File: src/aer_geom_pkg.sv
////////////////////////////////////////////////////////////////////////////
// Geometry of the event-camera pixel array and its 2 by 2 groups.
// Holds the array and group sizes, address widths and timestamp width,
// imported by every readout module that forms or decodes an address.
////////////////////////////////////////////////////////////////////////////

package aer_geom_pkg;

    // Array size
    localparam int NUM_ROWS     = 4;                      // Pixel rows
    localparam int NUM_COLS     = 4;                      // Pixel columns
    localparam int NUM_PIXELS   = NUM_ROWS * NUM_COLS;    // Pixels in the whole array

    // Group size
    localparam int GRP_ROWS     = 2;                      // Rows inside one group
    localparam int GRP_COLS     = 2;                      // Columns inside one group
    localparam int GRP_PIXELS   = GRP_ROWS * GRP_COLS;    // Pixels per group
    localparam int GRPS_PER_ROW = NUM_COLS / GRP_COLS;    // Groups side by side in a group row
    localparam int NUM_GROUPS   = 4;                      // Groups sharing the event bus

    // Address and stamp widths
    localparam int ROW_ADDR_W   = 2;                      // Row address bits
    localparam int COL_ADDR_W   = 2;                      // Column address bits
    localparam int GRP_IDX_W    = 2;                      // Group index bits
    localparam int PIX_IDX_W    = 2;                      // Local pixel index bits
    localparam int TS_W         = 12;                     // Timestamp bits, wraps

    typedef logic [ROW_ADDR_W-1:0] row_addr_t;            // Global pixel row
    typedef logic [COL_ADDR_W-1:0] col_addr_t;            // Global pixel column
    typedef logic [GRP_IDX_W-1:0]  grp_idx_t;             // Group number, grp row * 2 + grp col
    typedef logic [PIX_IDX_W-1:0]  pix_idx_t;             // Pixel inside a group, lrow * 2 + lcol
    typedef logic [TS_W-1:0]       timestamp_t;           // Free-running cycle count

    // Index of a pixel in the row-major request vector
    typedef logic [$clog2(NUM_PIXELS)-1:0] pix_addr_t;

endpackage

File: src/aer_event_pkg.sv
////////////////////////////////////////////////////////////////////////////
// Event word and pixel request types of the AER readout.
// A pixel request carries ON in bit 0 and OFF in bit 1; the event word
// packs row, column, timestamp and polarity for the output stream.
////////////////////////////////////////////////////////////////////////////

package aer_event_pkg;

    // One pixel's request pair
    typedef logic [1:0] pix_req_t;                        // [0] ON change, [1] OFF change

    localparam int REQ_ON_BIT  = 0;                       // Bit position of the ON request
    localparam int REQ_OFF_BIT = 1;                       // Bit position of the OFF request

    // Polarity of a reported event
    typedef enum logic
    {
        POL_OFF = 1'b0,                                   // Brightness went down
        POL_ON  = 1'b1                                    // Brightness went up
    } polarity_e;

    // Event word, 2 + 2 + 12 + 1 = 17 bits, row in the MSBs
    typedef struct packed
    {
        aer_geom_pkg::row_addr_t  row;                    // Pixel row
        aer_geom_pkg::col_addr_t  col;                    // Pixel column
        aer_geom_pkg::timestamp_t timestamp;              // Cycle count at grant
        polarity_e                polarity;               // ON or OFF
    } aer_event_t;

    localparam int EVENT_W = $bits(aer_event_t);          // Width of one event word

endpackage

File: src/pixel_group_arbiter.sv
////////////////////////////////////////////////////////////////////////////
// Level-0 round-robin arbiter for one 2 by 2 pixel group.
// Picks the first requesting pixel at or after the pointer and reports
// its polarity; the pointer moves past the winner on advance_i.
////////////////////////////////////////////////////////////////////////////

`timescale 1ns/1ns

module pixel_group_arbiter
(
    input  logic                                                   clk_i     ,  // System clock
    input  logic                                                   reset_i   ,  // Async reset
    input  aer_event_pkg::pix_req_t [aer_geom_pkg::GRP_PIXELS-1:0] req_i     ,  // Group requests
    input  logic                                                   advance_i ,  // Group granted
    output logic                                                   has_req_o ,  // Any pixel asks
    output aer_geom_pkg::pix_idx_t                                 sel_o     ,  // Candidate pixel
    output aer_event_pkg::polarity_e                               sel_pol_o    // Its polarity
);

    import aer_geom_pkg::*;
    import aer_event_pkg::*;

    pix_idx_t ptr_q;                                      // Round-robin start point
    pix_idx_t sel;                                        // Winner of the search
    logic     found;                                      // Search hit something
    pix_req_t sel_req;                                    // Request bits of the winner

    // Search upward from the pointer, wrapping at the group size
    always_comb
    begin : search
        pix_idx_t cand;
        found = 1'b0;
        sel   = ptr_q;                                    // Default keeps the pointer
        cand  = ptr_q;
        for (int i = 0; i < GRP_PIXELS; i++)
        begin
            cand = pix_idx_t'(ptr_q + i);                 // Wraps through the 2-bit index
            if (!found && (req_i[cand] != '0))
            begin
                found = 1'b1;
                sel   = cand;
            end
        end
    end

    assign sel_req   = req_i[sel];
    assign has_req_o = found;
    assign sel_o     = sel;

    // ON wins when both bits are set
    assign sel_pol_o = sel_req[REQ_ON_BIT] ? POL_ON : POL_OFF;

    // Pointer moves to the pixel after the granted one
    always_ff @(posedge clk_i or posedge reset_i)
    begin
        if (reset_i)
        begin
            ptr_q <= '0;                                  // Start at pixel 0
        end
        else if (advance_i && found)
        begin
            ptr_q <= pix_idx_t'(sel + 1'b1);              // Skip past the winner
        end
    end

endmodule

File: src/group_level0.sv
////////////////////////////////////////////////////////////////////////////
// Level 0 of the readout: one round-robin arbiter per pixel group.
// Slices the row-major request array into groups, reports each group's
// request flag and candidate, and advances only the granted group.
////////////////////////////////////////////////////////////////////////////

`timescale 1ns/1ns

module group_level0
(
    input  logic                                                   clk_i       ,  // System clock
    input  logic                                                   reset_i     ,  // Async reset
    input  aer_event_pkg::pix_req_t [aer_geom_pkg::NUM_PIXELS-1:0] req_i       ,  // Row-major
    input  logic                                                   grant_i     ,  // Bus grant
    input  aer_geom_pkg::grp_idx_t                                 grant_grp_i ,  // Granted group
    output logic [aer_geom_pkg::NUM_GROUPS-1:0]                    grp_req_o   ,  // Group asks
    output aer_geom_pkg::pix_idx_t [aer_geom_pkg::NUM_GROUPS-1:0]  local_sel_o ,  // Candidates
    output aer_event_pkg::polarity_e [aer_geom_pkg::NUM_GROUPS-1:0] local_pol_o   // Polarities
);

    import aer_geom_pkg::*;
    import aer_event_pkg::*;

    pix_req_t [NUM_GROUPS-1:0][GRP_PIXELS-1:0] grp_pix;  // Requests regrouped per group
    logic     [NUM_GROUPS-1:0]                 advance;  // Pointer step per group

    for (genvar g = 0; g < NUM_GROUPS; g++)
    begin : g_group
        // Map local pixel l of group g to its row-major position
        for (genvar l = 0; l < GRP_PIXELS; l++)
        begin : g_pix
            localparam int ROW = (g / GRPS_PER_ROW) * GRP_ROWS + l / GRP_COLS;
            localparam int COL = (g % GRPS_PER_ROW) * GRP_COLS + l % GRP_COLS;
            assign grp_pix[g][l] = req_i[ROW * NUM_COLS + COL];
        end

        assign advance[g] = grant_i && (grant_grp_i == grp_idx_t'(g));  // Only the winner steps

        pixel_group_arbiter u_pixel_group_arbiter
        (
            .clk_i     (clk_i)          ,
            .reset_i   (reset_i)        ,
            .req_i     (grp_pix[g])     ,
            .advance_i (advance[g])     ,
            .has_req_o (grp_req_o[g])   ,
            .sel_o     (local_sel_o[g]) ,
            .sel_pol_o (local_pol_o[g])
        );
    end

endmodule

File: src/bus_group_arbiter.sv
////////////////////////////////////////////////////////////////////////////
// Level-1 arbiter that hands the shared event bus to one pixel group.
// The owning group keeps the bus until it has no requests left; then the
// next requesting group after it, round-robin, takes over.
////////////////////////////////////////////////////////////////////////////

`timescale 1ns/1ns

module bus_group_arbiter
(
    input  logic                                clk_i       ,  // System clock
    input  logic                                reset_i     ,  // Async reset
    input  logic [aer_geom_pkg::NUM_GROUPS-1:0] grp_req_i   ,  // Per-group request flags
    input  logic                                accept_i    ,  // Encoder can take an event
    output logic                                grant_o     ,  // Grant strobe
    output aer_geom_pkg::grp_idx_t              grant_grp_o    // Selected group
);

    import aer_geom_pkg::*;

    grp_idx_t owner_q;                                    // Group holding the bus
    grp_idx_t sel;                                        // Group chosen this cycle
    logic     any_req;                                    // Some group asks

    assign any_req = |grp_req_i;

    // Owner keeps the bus while it requests, else next requester after it
    always_comb
    begin : choose
        grp_idx_t cand;
        logic     found;
        sel   = owner_q;
        cand  = owner_q;
        found = grp_req_i[owner_q];                       // Group release not reached yet
        for (int i = 1; i < NUM_GROUPS; i++)
        begin
            cand = grp_idx_t'(owner_q + i);               // Wraps over the group count
            if (!found && grp_req_i[cand])
            begin
                found = 1'b1;
                sel   = cand;
            end
        end
    end

    assign grant_o     = any_req && accept_i && !reset_i; // Out of reset and output has room
    assign grant_grp_o = sel;

    // Ownership follows every grant
    always_ff @(posedge clk_i or posedge reset_i)
    begin
        if (reset_i)
        begin
            owner_q <= '0;                                // Group 0 holds the bus first
        end
        else if (grant_o)
        begin
            owner_q <= sel;
        end
    end

endmodule

File: src/event_encoder.sv
////////////////////////////////////////////////////////////////////////////
// Event encoder: free-running timestamp and the registered event output.
// Loads row, column, current timestamp and polarity on load_i and holds
// the word with valid high until a valid/ready transfer empties it.
////////////////////////////////////////////////////////////////////////////

`timescale 1ns/1ns

module event_encoder
(
    input  logic                      clk_i         ,  // System clock
    input  logic                      reset_i       ,  // Async reset
    input  logic                      load_i        ,  // Grant strobe, load new event
    input  aer_geom_pkg::row_addr_t   row_i         ,  // Granted pixel row
    input  aer_geom_pkg::col_addr_t   col_i         ,  // Granted pixel column
    input  aer_event_pkg::polarity_e  pol_i         ,  // Granted pixel polarity
    input  logic                      ready_i       ,  // Sink takes the event
    output logic                      accept_o      ,  // Room for a new event
    output aer_event_pkg::aer_event_t event_o       ,  // Event word
    output logic                      event_valid_o    // Event word valid
);

    import aer_geom_pkg::*;
    import aer_event_pkg::*;

    timestamp_t ts_q;                                     // Cycle counter
    aer_event_t event_q;                                  // Output payload
    logic       valid_q;                                  // Output register full

    // Counter reads 0 in the first cycle after reset and wraps at TS_W
    always_ff @(posedge clk_i or posedge reset_i)
    begin
        if (reset_i)
        begin
            ts_q <= '0;
        end
        else
        begin
            ts_q <= ts_q + 1'b1;
        end
    end

    // Register empty, or emptied by a transfer this cycle
    assign accept_o = !valid_q || ready_i;

    // Valid flag
    always_ff @(posedge clk_i or posedge reset_i)
    begin
        if (reset_i)
        begin
            valid_q <= 1'b0;
        end
        else if (load_i)
        begin
            valid_q <= 1'b1;                              // New word replaces or fills
        end
        else if (ready_i)
        begin
            valid_q <= 1'b0;                              // Transfer done, nothing behind it
        end
    end

    // Payload, stamped with the grant-cycle count
    always_ff @(posedge clk_i)
    begin
        if (load_i)
        begin
            event_q.row       <= row_i;
            event_q.col       <= col_i;
            event_q.timestamp <= ts_q;
            event_q.polarity  <= pol_i;
        end
    end

    assign event_o       = event_q;
    assign event_valid_o = valid_q;

endmodule

File: src/aer_readout_top.sv
////////////////////////////////////////////////////////////////////////////
// Top of the two-level AER readout for the 4 by 4 event-camera array.
// Connects the group arbiters, the bus arbiter and the event encoder,
// forms the global address and drives the one-hot pixel grant.
////////////////////////////////////////////////////////////////////////////

`timescale 1ns/1ns

module aer_readout_top
(
    input  logic                                                   clk_i         ,  // Clock
    input  logic                                                   reset_i       ,  // Async reset
    input  aer_event_pkg::pix_req_t [aer_geom_pkg::NUM_PIXELS-1:0] req_i         ,  // Row-major
    output logic [aer_geom_pkg::NUM_PIXELS-1:0]                    gnt_o         ,  // One-hot
    output aer_event_pkg::aer_event_t                              event_o       ,  // Event
    output logic                                                   event_valid_o ,  // Valid
    input  logic                                                   event_ready_i    // Ready
);

    import aer_geom_pkg::*;
    import aer_event_pkg::*;

    logic      [NUM_GROUPS-1:0] grp_req;                  // Group has a request
    pix_idx_t  [NUM_GROUPS-1:0] local_sel;                // Candidate per group
    polarity_e [NUM_GROUPS-1:0] local_pol;                // Candidate polarity per group
    logic                       grant;                    // Bus grant strobe
    grp_idx_t                   grant_grp;                // Group owning this grant
    logic                       accept;                   // Encoder has room
    pix_idx_t                   win_local;                // Winner inside its group
    row_addr_t                  win_row;                  // Winner global row
    col_addr_t                  win_col;                  // Winner global column
    pix_addr_t                  win_addr;                 // Winner row-major index

    group_level0 u_group_level0
    (
        .clk_i       (clk_i)     ,
        .reset_i     (reset_i)   ,
        .req_i       (req_i)     ,
        .grant_i     (grant)     ,
        .grant_grp_i (grant_grp) ,
        .grp_req_o   (grp_req)   ,
        .local_sel_o (local_sel) ,
        .local_pol_o (local_pol)
    );

    bus_group_arbiter u_bus_group_arbiter
    (
        .clk_i       (clk_i)     ,
        .reset_i     (reset_i)   ,
        .grp_req_i   (grp_req)   ,
        .accept_i    (accept)    ,
        .grant_o     (grant)     ,
        .grant_grp_o (grant_grp)
    );

    // Group position plus local position gives the array address
    assign win_local = local_sel[grant_grp];
    assign win_row   = row_addr_t'((grant_grp / GRPS_PER_ROW) * GRP_ROWS + win_local / GRP_COLS);
    assign win_col   = col_addr_t'((grant_grp % GRPS_PER_ROW) * GRP_COLS + win_local % GRP_COLS);
    assign win_addr  = pix_addr_t'(win_row * NUM_COLS + win_col);

    // Grant pulse to the winning pixel only
    always_comb
    begin
        gnt_o = '0;
        if (grant)
        begin
            gnt_o[win_addr] = 1'b1;
        end
    end

    event_encoder u_event_encoder
    (
        .clk_i         (clk_i)                ,
        .reset_i       (reset_i)              ,
        .load_i        (grant)                ,
        .row_i         (win_row)              ,
        .col_i         (win_col)              ,
        .pol_i         (local_pol[grant_grp]) ,
        .ready_i       (event_ready_i)        ,
        .accept_o      (accept)               ,
        .event_o       (event_o)              ,
        .event_valid_o (event_valid_o)
    );

endmodule

File: config.mk
export PLATFORM = sky130hd
export DESIGN_NAME = aer_readout_top
export DESIGN_NICKNAME = d
export VERILOG_FILES = /design/src/aer_geom_pkg.sv /design/src/aer_event_pkg.sv /design/src/pixel_group_arbiter.sv /design/src/group_level0.sv /design/src/bus_group_arbiter.sv /design/src/event_encoder.sv /design/src/aer_readout_top.sv
export SDC_FILE = /design/constraint.sdc
export NUM_CORES = 1
export LEC_CHECK = 0
export ABC_AREA = 1
export BUFFER_PORTS_ARGS = -buffer_cell sky130_fd_sc_hd__buf_2
export CAP_MARGIN = 20
export CELL_PAD_IN_SITES_DETAIL_PLACEMENT = 1
export CELL_PAD_IN_SITES_GLOBAL_PLACEMENT = 1
export CORE_ASPECT_RATIO = 0.75
export CORE_MARGIN = 10
export CORE_UTILIZATION = 42
export DETAILED_ROUTE_END_ITERATION = 10
export PLACE_DENSITY = 0.92
export SYNTH_ARGS = -nofsm -noshare
export SYNTH_HDL_FRONTEND = slang
export SYNTH_SLANG_ARGS = --single-unit
export TNS_END_PERCENT = 5
File: constraint.sdc
create_clock -name clk_i -period 8.08 [get_ports clk_i]
set_input_delay 1.616 -clock clk_i [delete_from_list [all_inputs] [get_ports clk_i]]
set_output_delay 1.616 -clock clk_i [all_outputs]
set_load 0.02 [all_outputs]
==> metrics, run 1 <==
FMAX between 150 and 200 MHz; final setup fails 0; most common cell after layout, fill and taps aside nand2_1; crit-path max FO 19; Clock Sinks 40; Buf+Inv Stages, Crit Path 2; Yosys top cell by area dfrtp_1; std cell rows 27; routed len/inst roughly 17 µm; flops & latches, synth 40; nets@finish 573; post-cts resize count 0; GR Overflow Total 0; Tot GR Track Use between 10% and 20%; Post-synth EDFFs 17; Cells after DPL roughly 630; outcome finished clean; power per standard cell area 380.4 nW/µm²; Crit path largest cell delay ~0.28 ns; max-cap violations 0; Clock transition at path regs approximately 0.080 ns; post-synthesis sequential area ratio 33.77%; Synth top area share around 18%; First DRT Iteration DRCs 191; CTS buffer count 5; die area between 10000 and 15000 µm²; post-synth cell types 31; Area growth syn-to-layout 17.08%; min cycle time layout 6.050 ns; postcts setup bufs 0; CP endpoint kind output port; vias post-DR roughly 3400; Mean Syn Cell Area just under 7 µm²; final antenna diode count 0; Die Wd about 120 µm; fin cells 639; CTS tree done; crit path max-delay cell type o21ai_0; most frequent cells in the layout nand2_1, nand3_1, buf_2; min-delay worst type flop to flop; CP arrival approximately 4.4 ns; vias per std cell roughly 5.4; largest net degree at the start of global routing 25; Pre-Repair DR Iteration Count 4; met2 Usage GRT 34.36%; CP cell instances buf_2, o21ai_0, nand3_1, nand2_1, nand2_2, nor2_2, nand2_1, nand2_1, nand2_1, nand2_2, nand3_1, nand2_1, nand2_2, nand2_4, nand2_1, o21ai_0, nand2_1, nor2_1, buf_2; Routed Antenna Nets 0; Synth async-reset ratio between 50% and 60%; share of cells above drive strength 1 approximately a quarter; Post-CTS Hold Fix Bufs 0; Initial Util 43.46%; critical path type input port to output port; die height about 96 µm; port buffer count 68; io pins 69; DRC violation count after routing 0; clock network latency to the later pin of the worst-skew pair approximately 0.31 ns; cell mode on critical path nand2_1; Slew HR 36.13%; Yosys warnings 0; setup tns final 0 ns; Main synth FF type dfrtp_1; GRT busiest layer met2; crit-path leading delay family simple AND/OR/NAND/NOR gates; leakage power roughly 2 nW; Layout Skew roughly 0.0072 ns; Cells after Synth 467; Synth area leaders dfrtp_1, nand2_1, edfxtp_1; final RePlAce weighted congestion between 0.9 and 1; Worst Max-Slew Pin Slew ~0.96 ns; RSZ-0062 raised after global routing no; Filler cells approximately 1000; H-tree Lvls 2; vias in the first global route ~3600; core area between 7000 and 8000 µm²; clk buf depth 2; Max IR drop VDD between 100 and 150 µV; syn nets 503; antenna violations before repair 0; synthesized area roughly 3200 µm²; met1 Resource Use GR a little over a fifth; drt total wl 10890 µm; count of pins over their slew limit 0; root buf cell clkbuf_8; grt met3 use approximately 3.2%; HPWL reported at the end of detailed placement 8510 µm; first-pass GRT wire length about 18000 µm; Hold Vio Cnt, Final 0; CP required approximately 6.5 ns; Tcrit/Tclk final about three quarters; Worst Setup Start Kind input port
cell type report:
class / count / area [µm²] / share of cell area (%)
Sequential cell: 40 / 1086 / 28.85
Clock buffer: 6 / 72.57 / 1.928
Inverter: 54 / 207.7 / 5.517
Timing Repair Buffer: 69 / 347.8 / 9.239
Tap cell: 101 / 126.4 / 3.357
Multi-Input combinational cell: 367 / 1864 / 49.52
Clock inverter: 2 / 60.06 / 1.595
per-stage QoR:
stage          setup slack [ns]  hold WS, ns  power, mW  util, %  cell area, µm²
2_1_floorplan             2.929       0.4249     0.9860        -            3216
3_3_place_gp              2.440       0.4328      1.144    49.10            3632
3_5_place_dp              2.311       0.4472      1.200    49.10            3632
4_1_cts                   2.202       0.4665      1.422    50.89            3765
5_1_grt                   1.704       0.4952      1.549    50.89            3765
6_report                  2.030       0.4646      1.432    50.89            3765
flip-flops by register name, indices dropped and copies added (netlist names):
name / count
u_event_encoder.event_o: 17
u_event_encoder.ts_q: 12
u_group_level0.g_group.u_pixel_group_arbiter.ptr_q: 8
u_bus_group_arbiter.owner_q: 2
u_event_encoder.event_valid_o: 1
worst paths after layout:
kind,start,to,slack (ns),cells after the start
max in group asynchronous,reset_i,asynchronous set/reset pin,6.44,3
setup / recovery,req_i[2],gnt_o[10],2.03,19
min in group asynchronous,reset_i,u_event_encoder.ts_q[3]$_DFF_PP0_,1.37,3
hold / removal,u_event_encoder.ts_q[4]$_DFF_PP0_,u_event_encoder.event_o[5]$_DFFE_PP_,0.46,0
hold reg to reg,u_event_encoder.ts_q[4]$_DFF_PP0_,u_event_encoder.event_o[5]$_DFFE_PP_,0.46,0
setup reg to reg,flop,u_event_encoder.event_o[15]$_DFFE_PP_,4.81,17
synth_stat cells, types with 3 or more instances:
library cell  instances
inv_2                 7
buf_6                 4
nand2_2              19
edfxtp_1             17
nand3_2              11
dfrtp_1              23
nor3_1                3
inv_1                45
nand2_1             151
nor2_2                6
xor2_1               20
o21ai_1               7
o21ai_0              32
nor2_1               27
nor2_4                3
nand3_1              71
per-layer routing:
layer | part of all wire, % | vias up
met5 | 0 | -
met4 | 2.2 | 0
met3 | 2.9 | 22
met2 | 51 | 58
met1 | 43 | 1705
li1 | - | 1651
kinds of logic after synthesis:
group	count (synthesis)	share of synthesized area [%]
buffers and inverters	60	8.249
XOR/XNOR	22	5.992
AO/OA/AOI/OAI	49	8.676
flip-flops	40	33.77
AND/OR/NAND/NOR	295	42.92
adder cells (fa/ha/maj)	1	0.3890
power breakdown:
part | switching (mW) | internal (mW) | total, mW
Sequential | 0.0661 | 0.254 | 0.320
Combinational | 0.646 | 0.265 | 0.911
Clock | 0.0769 | 0.124 | 0.200
Total | 0.789 | 0.643 | 1.43
(Power assumes the default switching activity.)
==> inputs of run 2 (changes only) <==
CORE_UTILIZATION = 39   (was 42)
PLACE_DENSITY = 0.87   (was 0.92)
clock period = 5.7 ns   (was 8.08 ns; I/O delays follow)
==> metrics, run 2 (synthesis gave the netlist of run 1 again) <==
postcts setup bufs 0; Post-Place Worst Slack 0.8293 ns; root buf cell clkbuf_8; share of cells above drive strength 1 24.02%; CP endpoint kind output port; io pins 69; Hold Vio Cnt, Final 0; post-cts resize count 0; die area approximately 12000 µm²; max-cap violations 0; count of pins over their slew limit 0; critical path depth 17; RSZ-0062 raised after global routing no; Crit path largest cell delay 0.31 ns; CP arrival approximately 3.8 ns; H-tree Lvls 2; die height a little under 100 µm; clock network latency to the later pin of the worst-skew pair roughly 0.30 ns; Cells after DPL 635; Area growth syn-to-layout 17.12%; cell mode on critical path nand2_2; crit path max-delay cell type o21ai_0; Pre-Repair DR Iteration Count 4; Routed Antenna Nets 0; utilization after layout roughly 47%; leakage power 1.974 nW; vias per std cell between 5 and 6; CP required 4.56 ns; Tcrit/Tclk final ~86%; DP Area 3637 µm²; multi-input logic area around 1900 µm²; antenna violations before repair 0; outcome finished clean; Initial Util 40.43%; DRC violation count after routing 0; Final Cell Area approximately 3800 µm²; port buffer count slightly below 70; Worst Setup Start Kind input port; CTS tree done; critical path type input port to output port; Clock Sinks 40; Filler cells around 1100; Post-CTS Hold Fix Bufs 0; nets@finish 573; Hold Path Stages 0; first-pass GRT wire length 17470 µm; FMAX just over 200 MHz; Layout Skew approximately 0.0046 ns; drt total wl ~10000 µm; Buf+Inv Stages, Crit Path 3; routed len/inst 16.12 µm; Sequential Area between 1000 and 1500 µm²; Clock transition at path regs ~0.080 ns; clk buf depth 2; max reg flops 17; min cycle time layout 4.908 ns; std cell rows 28; Slew HR 42.43%; final setup fails 0; Hold Slack 0.4538 ns; most frequent cells in the layout nand2_1, nand3_1, buf_2; final RePlAce weighted congestion around 0.84; setup tns final 0 ns; core area around 8000 µm²; Tot GR Track Use ~16%; largest net degree at the start of global routing 24; Die Wd around 120 µm; Worst Max-Slew Pin Slew ~0.86 ns; fin cells around 640; GR Overflow Total 0; First DRT Iteration DRCs 160; worst r2r path cells 17; crit-path leading delay family simple AND/OR/NAND/NOR gates; vias in the first global route between 3000 and 4000; CP cell instances buf_2, o21ai_0, nand3_2, nand2_2, nand2_2, nor2_4, nand2_2, nand3_1, nand2_1, inv_1, nand4_2, nand2_4, nand2_1, o21ai_2, nand3_2, nor2_1, buf_2; Max IR drop VDD about 210 µV; min-delay worst type flop to flop; vias post-DR roughly 3300; most common cell after layout, fill and taps aside nand2_1; power per standard cell area around 530 nW/µm²; CTS buffer count 5; final antenna diode count 0; HPWL reported at the end of detailed placement 8284 µm; crit-path max FO 19; total power ~2.0 mW; final setup margin a little under 0.8 ns
run 2: cell types whose count changed in the layout (fill, tap and decap cells not counted), sizes merged:
| cell | previous run | this run |
|---|---|---|
| clkbuf | 6 | 5 |
run 2: where the power goes:
part	internal, mW	switching (mW)	total (mW)	leakage [nW]
logic	0.376	0.892	1.27	1.45
clock network	0.172	0.103	0.275	0.0642
registers	0.361	0.0949	0.456	0.460
total	0.909	1.09	2.00	1.97
run 2: area by class of cell:
cell class | count | area share [%]
clock inverters | 2 | 1.595
repair buffers | 69 | 9.236
inverters | 54 | 5.515
multi-input cells | 367 | 49.50
well taps | 105 | 3.488
flip-flops and latches | 40 | 28.84
clock buffers | 5 | 1.827
run 2: worst paths after layout:
check	from	slack (ns)	end
hold reg to reg	u_event_encoder.ts_q[4]$_DFF_PP0_	0.45	u_event_encoder.event_o[5]$_DFFE_PP_
max in group asynchronous	reset_i	4.47	u_event_encoder.ts_q[9]$_DFF_PP0_
setup / recovery	req_i[6]	0.79	gnt_o[6]
min in group asynchronous	reset_i	0.97	asynchronous set/reset pin
setup reg to reg	flop	2.51	u_event_encoder.event_o[15]$_DFFE_PP_
hold / removal	u_event_encoder.ts_q[4]$_DFF_PP0_	0.45	u_event_encoder.event_o[5]$_DFFE_PP_
run 2: metal layers:
metal	share of wire [%]	track usage, %	up-vias
met5	0	0	-
met1	44	20.23	1595
li1	-	-	1651
met3	3.6	2.891	15
met2	51	29.17	63
met4	1.3	3.799	0
==> inputs of run 3 (changes only) <==
BUFFER_PORTS_ARGS = unset   (was -buffer_cell sky130_fd_sc_hd__buf_2)
CORE_UTILIZATION = 45   (was 39)
DONT_BUFFER_PORTS = 1   (was unset)
PLACE_DENSITY = 0.86   (was 0.87)
==> metrics, run 3 (synthesis gave the netlist of run 1 again) <==
nets@finish between 500 and 600; final antenna diode count 0; Tot GR Track Use ~18%; Post-CTS Hold Fix Bufs 0; max reg flops 17; FMAX 206.4 MHz; leakage power between 1.5 and 2 nW; Pre-Repair DR Iteration Count 4; Max IR drop VDD 223.1 µV; Buf+Inv Stages, Crit Path 1; Tcrit/Tclk final between 80% and 90%; antenna violations before repair 0; final setup fails 0; setup tns final 0 ns; HPWL reported at the end of detailed placement between 7000 and 8000 µm; Routed Antenna Nets 0; Hold Vio Cnt, Final 0; Slew HR 37.79%; Initial Util a little under half; drt total wl 9912 µm; clk buf depth 2; DRC violation count after routing 0; CP cell instances o21ai_0, nand3_1, nand2_1, nand2_1, nor2_2, nand2_1, nand3_2, nand2_2, nor2_4, nand4_2, nand2_4, inv_2, nor2_2, nand3_2, nor2_1; CP endpoint kind output port; CTS tree done; crit-path leading delay family simple AND/OR/NAND/NOR gates; RSZ-0062 raised after global routing no; CP arrival about 3.7 ns; CTS buffer count 5; vias in the first global route around 3300; first-pass GRT wire length between 15000 and 20000 µm; core area 6864 µm²; fin cells approximately 570; Worst Max-Slew Pin Slew a little over 0.9 ns; Crit path largest cell delay between 0.4 and 0.5 ns; Cells after DPL 560; CP required approximately 4.6 ns; Filler cells between 900 and 1000; power per standard cell area 566.6 nW/µm²; max-cap violations 0; die area between 10000 and 15000 µm²; outcome finished clean; clock network latency to the later pin of the worst-skew pair 0.30 ns; critical path type input port to output port; crit-path max FO 19; Clock Sinks 40; GR Overflow Total 0; Clock transition at path regs approximately 0.07 ns; Worst Setup Start Kind input port; H-tree Lvls 2; share of cells above drive strength 1 12.98%; Layout Skew 0.01027 ns; final RePlAce weighted congestion approximately 0.90; count of pins over their slew limit 0; Area growth syn-to-layout 5.603%; port buffer count 0; crit path max-delay cell type nor2_1; grt met3 use 4.024%; most common cell after layout, fill and taps aside nand2_1; met1 Resource Use GR approximately a fifth; First DRT Iteration DRCs 180; io pins 69; launch point of the worst hold path u_event_encoder.ts_q[4]$_DFF_PP0_; GRT busiest layer met2; cell mode on critical path nand2_1; Die Wd ~120 µm; routed len/inst ~17 µm; min cycle time layout ~4.8 ns; largest net degree at the start of global routing 25; met2 Usage GRT 31.45%; post-cts resize count 0; die height between 90 and 100 µm; min-delay worst type flop to flop; std cell rows 26; most frequent cells in the layout nand2_1, nand3_1, inv_1; vias per std cell ~5.5; CP Launch Point req_i[21]; vias post-DR 3117; postcts setup bufs 0; root buf cell clkbuf_8
run 3: final timing paths:
check / cells after the start / to / slack [ns]
worst max-delay path: 15 / gnt_o[0] / 0.85
worst min-delay path: 0 / u_event_encoder.event_o[5]$_DFFE_PP_ / 0.45
worst max register to register: 17 / u_event_encoder.event_o[15]$_DFFE_PP_ / 2.43
worst min register to register: 0 / u_event_encoder.event_o[5]$_DFFE_PP_ / 0.45
max in group asynchronous: 2 / u_event_encoder.ts_q[2]$_DFF_PP0_ / 4.67
min in group asynchronous: 2 / u_event_encoder.ts_q[7]$_DFF_PP0_ / 0.77
run 3: area by class of cell:
| type | instances | area (µm²) | share of cell area (%) |
|---|---|---|---|
| clock inverter | 2 | 35.03 | 1.032 |
| sequential | 40 | 1086 | 31.98 |
| inverter | 54 | 207.7 | 6.116 |
| multi-input combinational | 367 | 1864 | 54.90 |
| clock buffer | 6 | 72.57 | 2.137 |
| timing repair buffer | 1 | 7.507 | 0.2211 |
| tap | 98 | 122.6 | 3.611 |
run 3: where the power goes:
group	total [mW]	internal [mW]	leakage [nW]	switching (mW)
registers	0.482	0.363	0.460	0.120
logic	1.21	0.344	1.15	0.863
clock network	0.235	0.130	0.0552	0.105
run 3: worst register-to-register path, delay by kind of cell (launching register included):
family	cells	cell delay, ns
DFF	1	0.61
buffers and inverters	2	0.28
and+or+nand+nor	13	1.90
AOI/OAI and AO/OA	2	0.28
run 3: through the flow:
stage	worst slack (ns)	total power, mW	hold slack (ns)	instance area (µm²)	utilization (%)
2_1_floorplan	1.501	1.398	0.4249	3216	-
3_3_place_gp	1.083	1.594	0.4332	3288	47.90
3_5_place_dp	0.9192	1.667	0.4357	3288	47.90
4_1_cts	0.9043	1.923	0.4547	3396	49.47
5_1_grt	0.6247	2.097	0.4669	3396	49.47
6_report	0.8548	1.924	0.4548	3396	49.47
run 3: per-layer routing:
layer | vias up | share of wire, %
li1 | 1516 | -
met1 | 1496 | 43
met2 | 82 | 49
met3 | 23 | 5.1
met4 | 0 | 2.4
met5 | - | 0
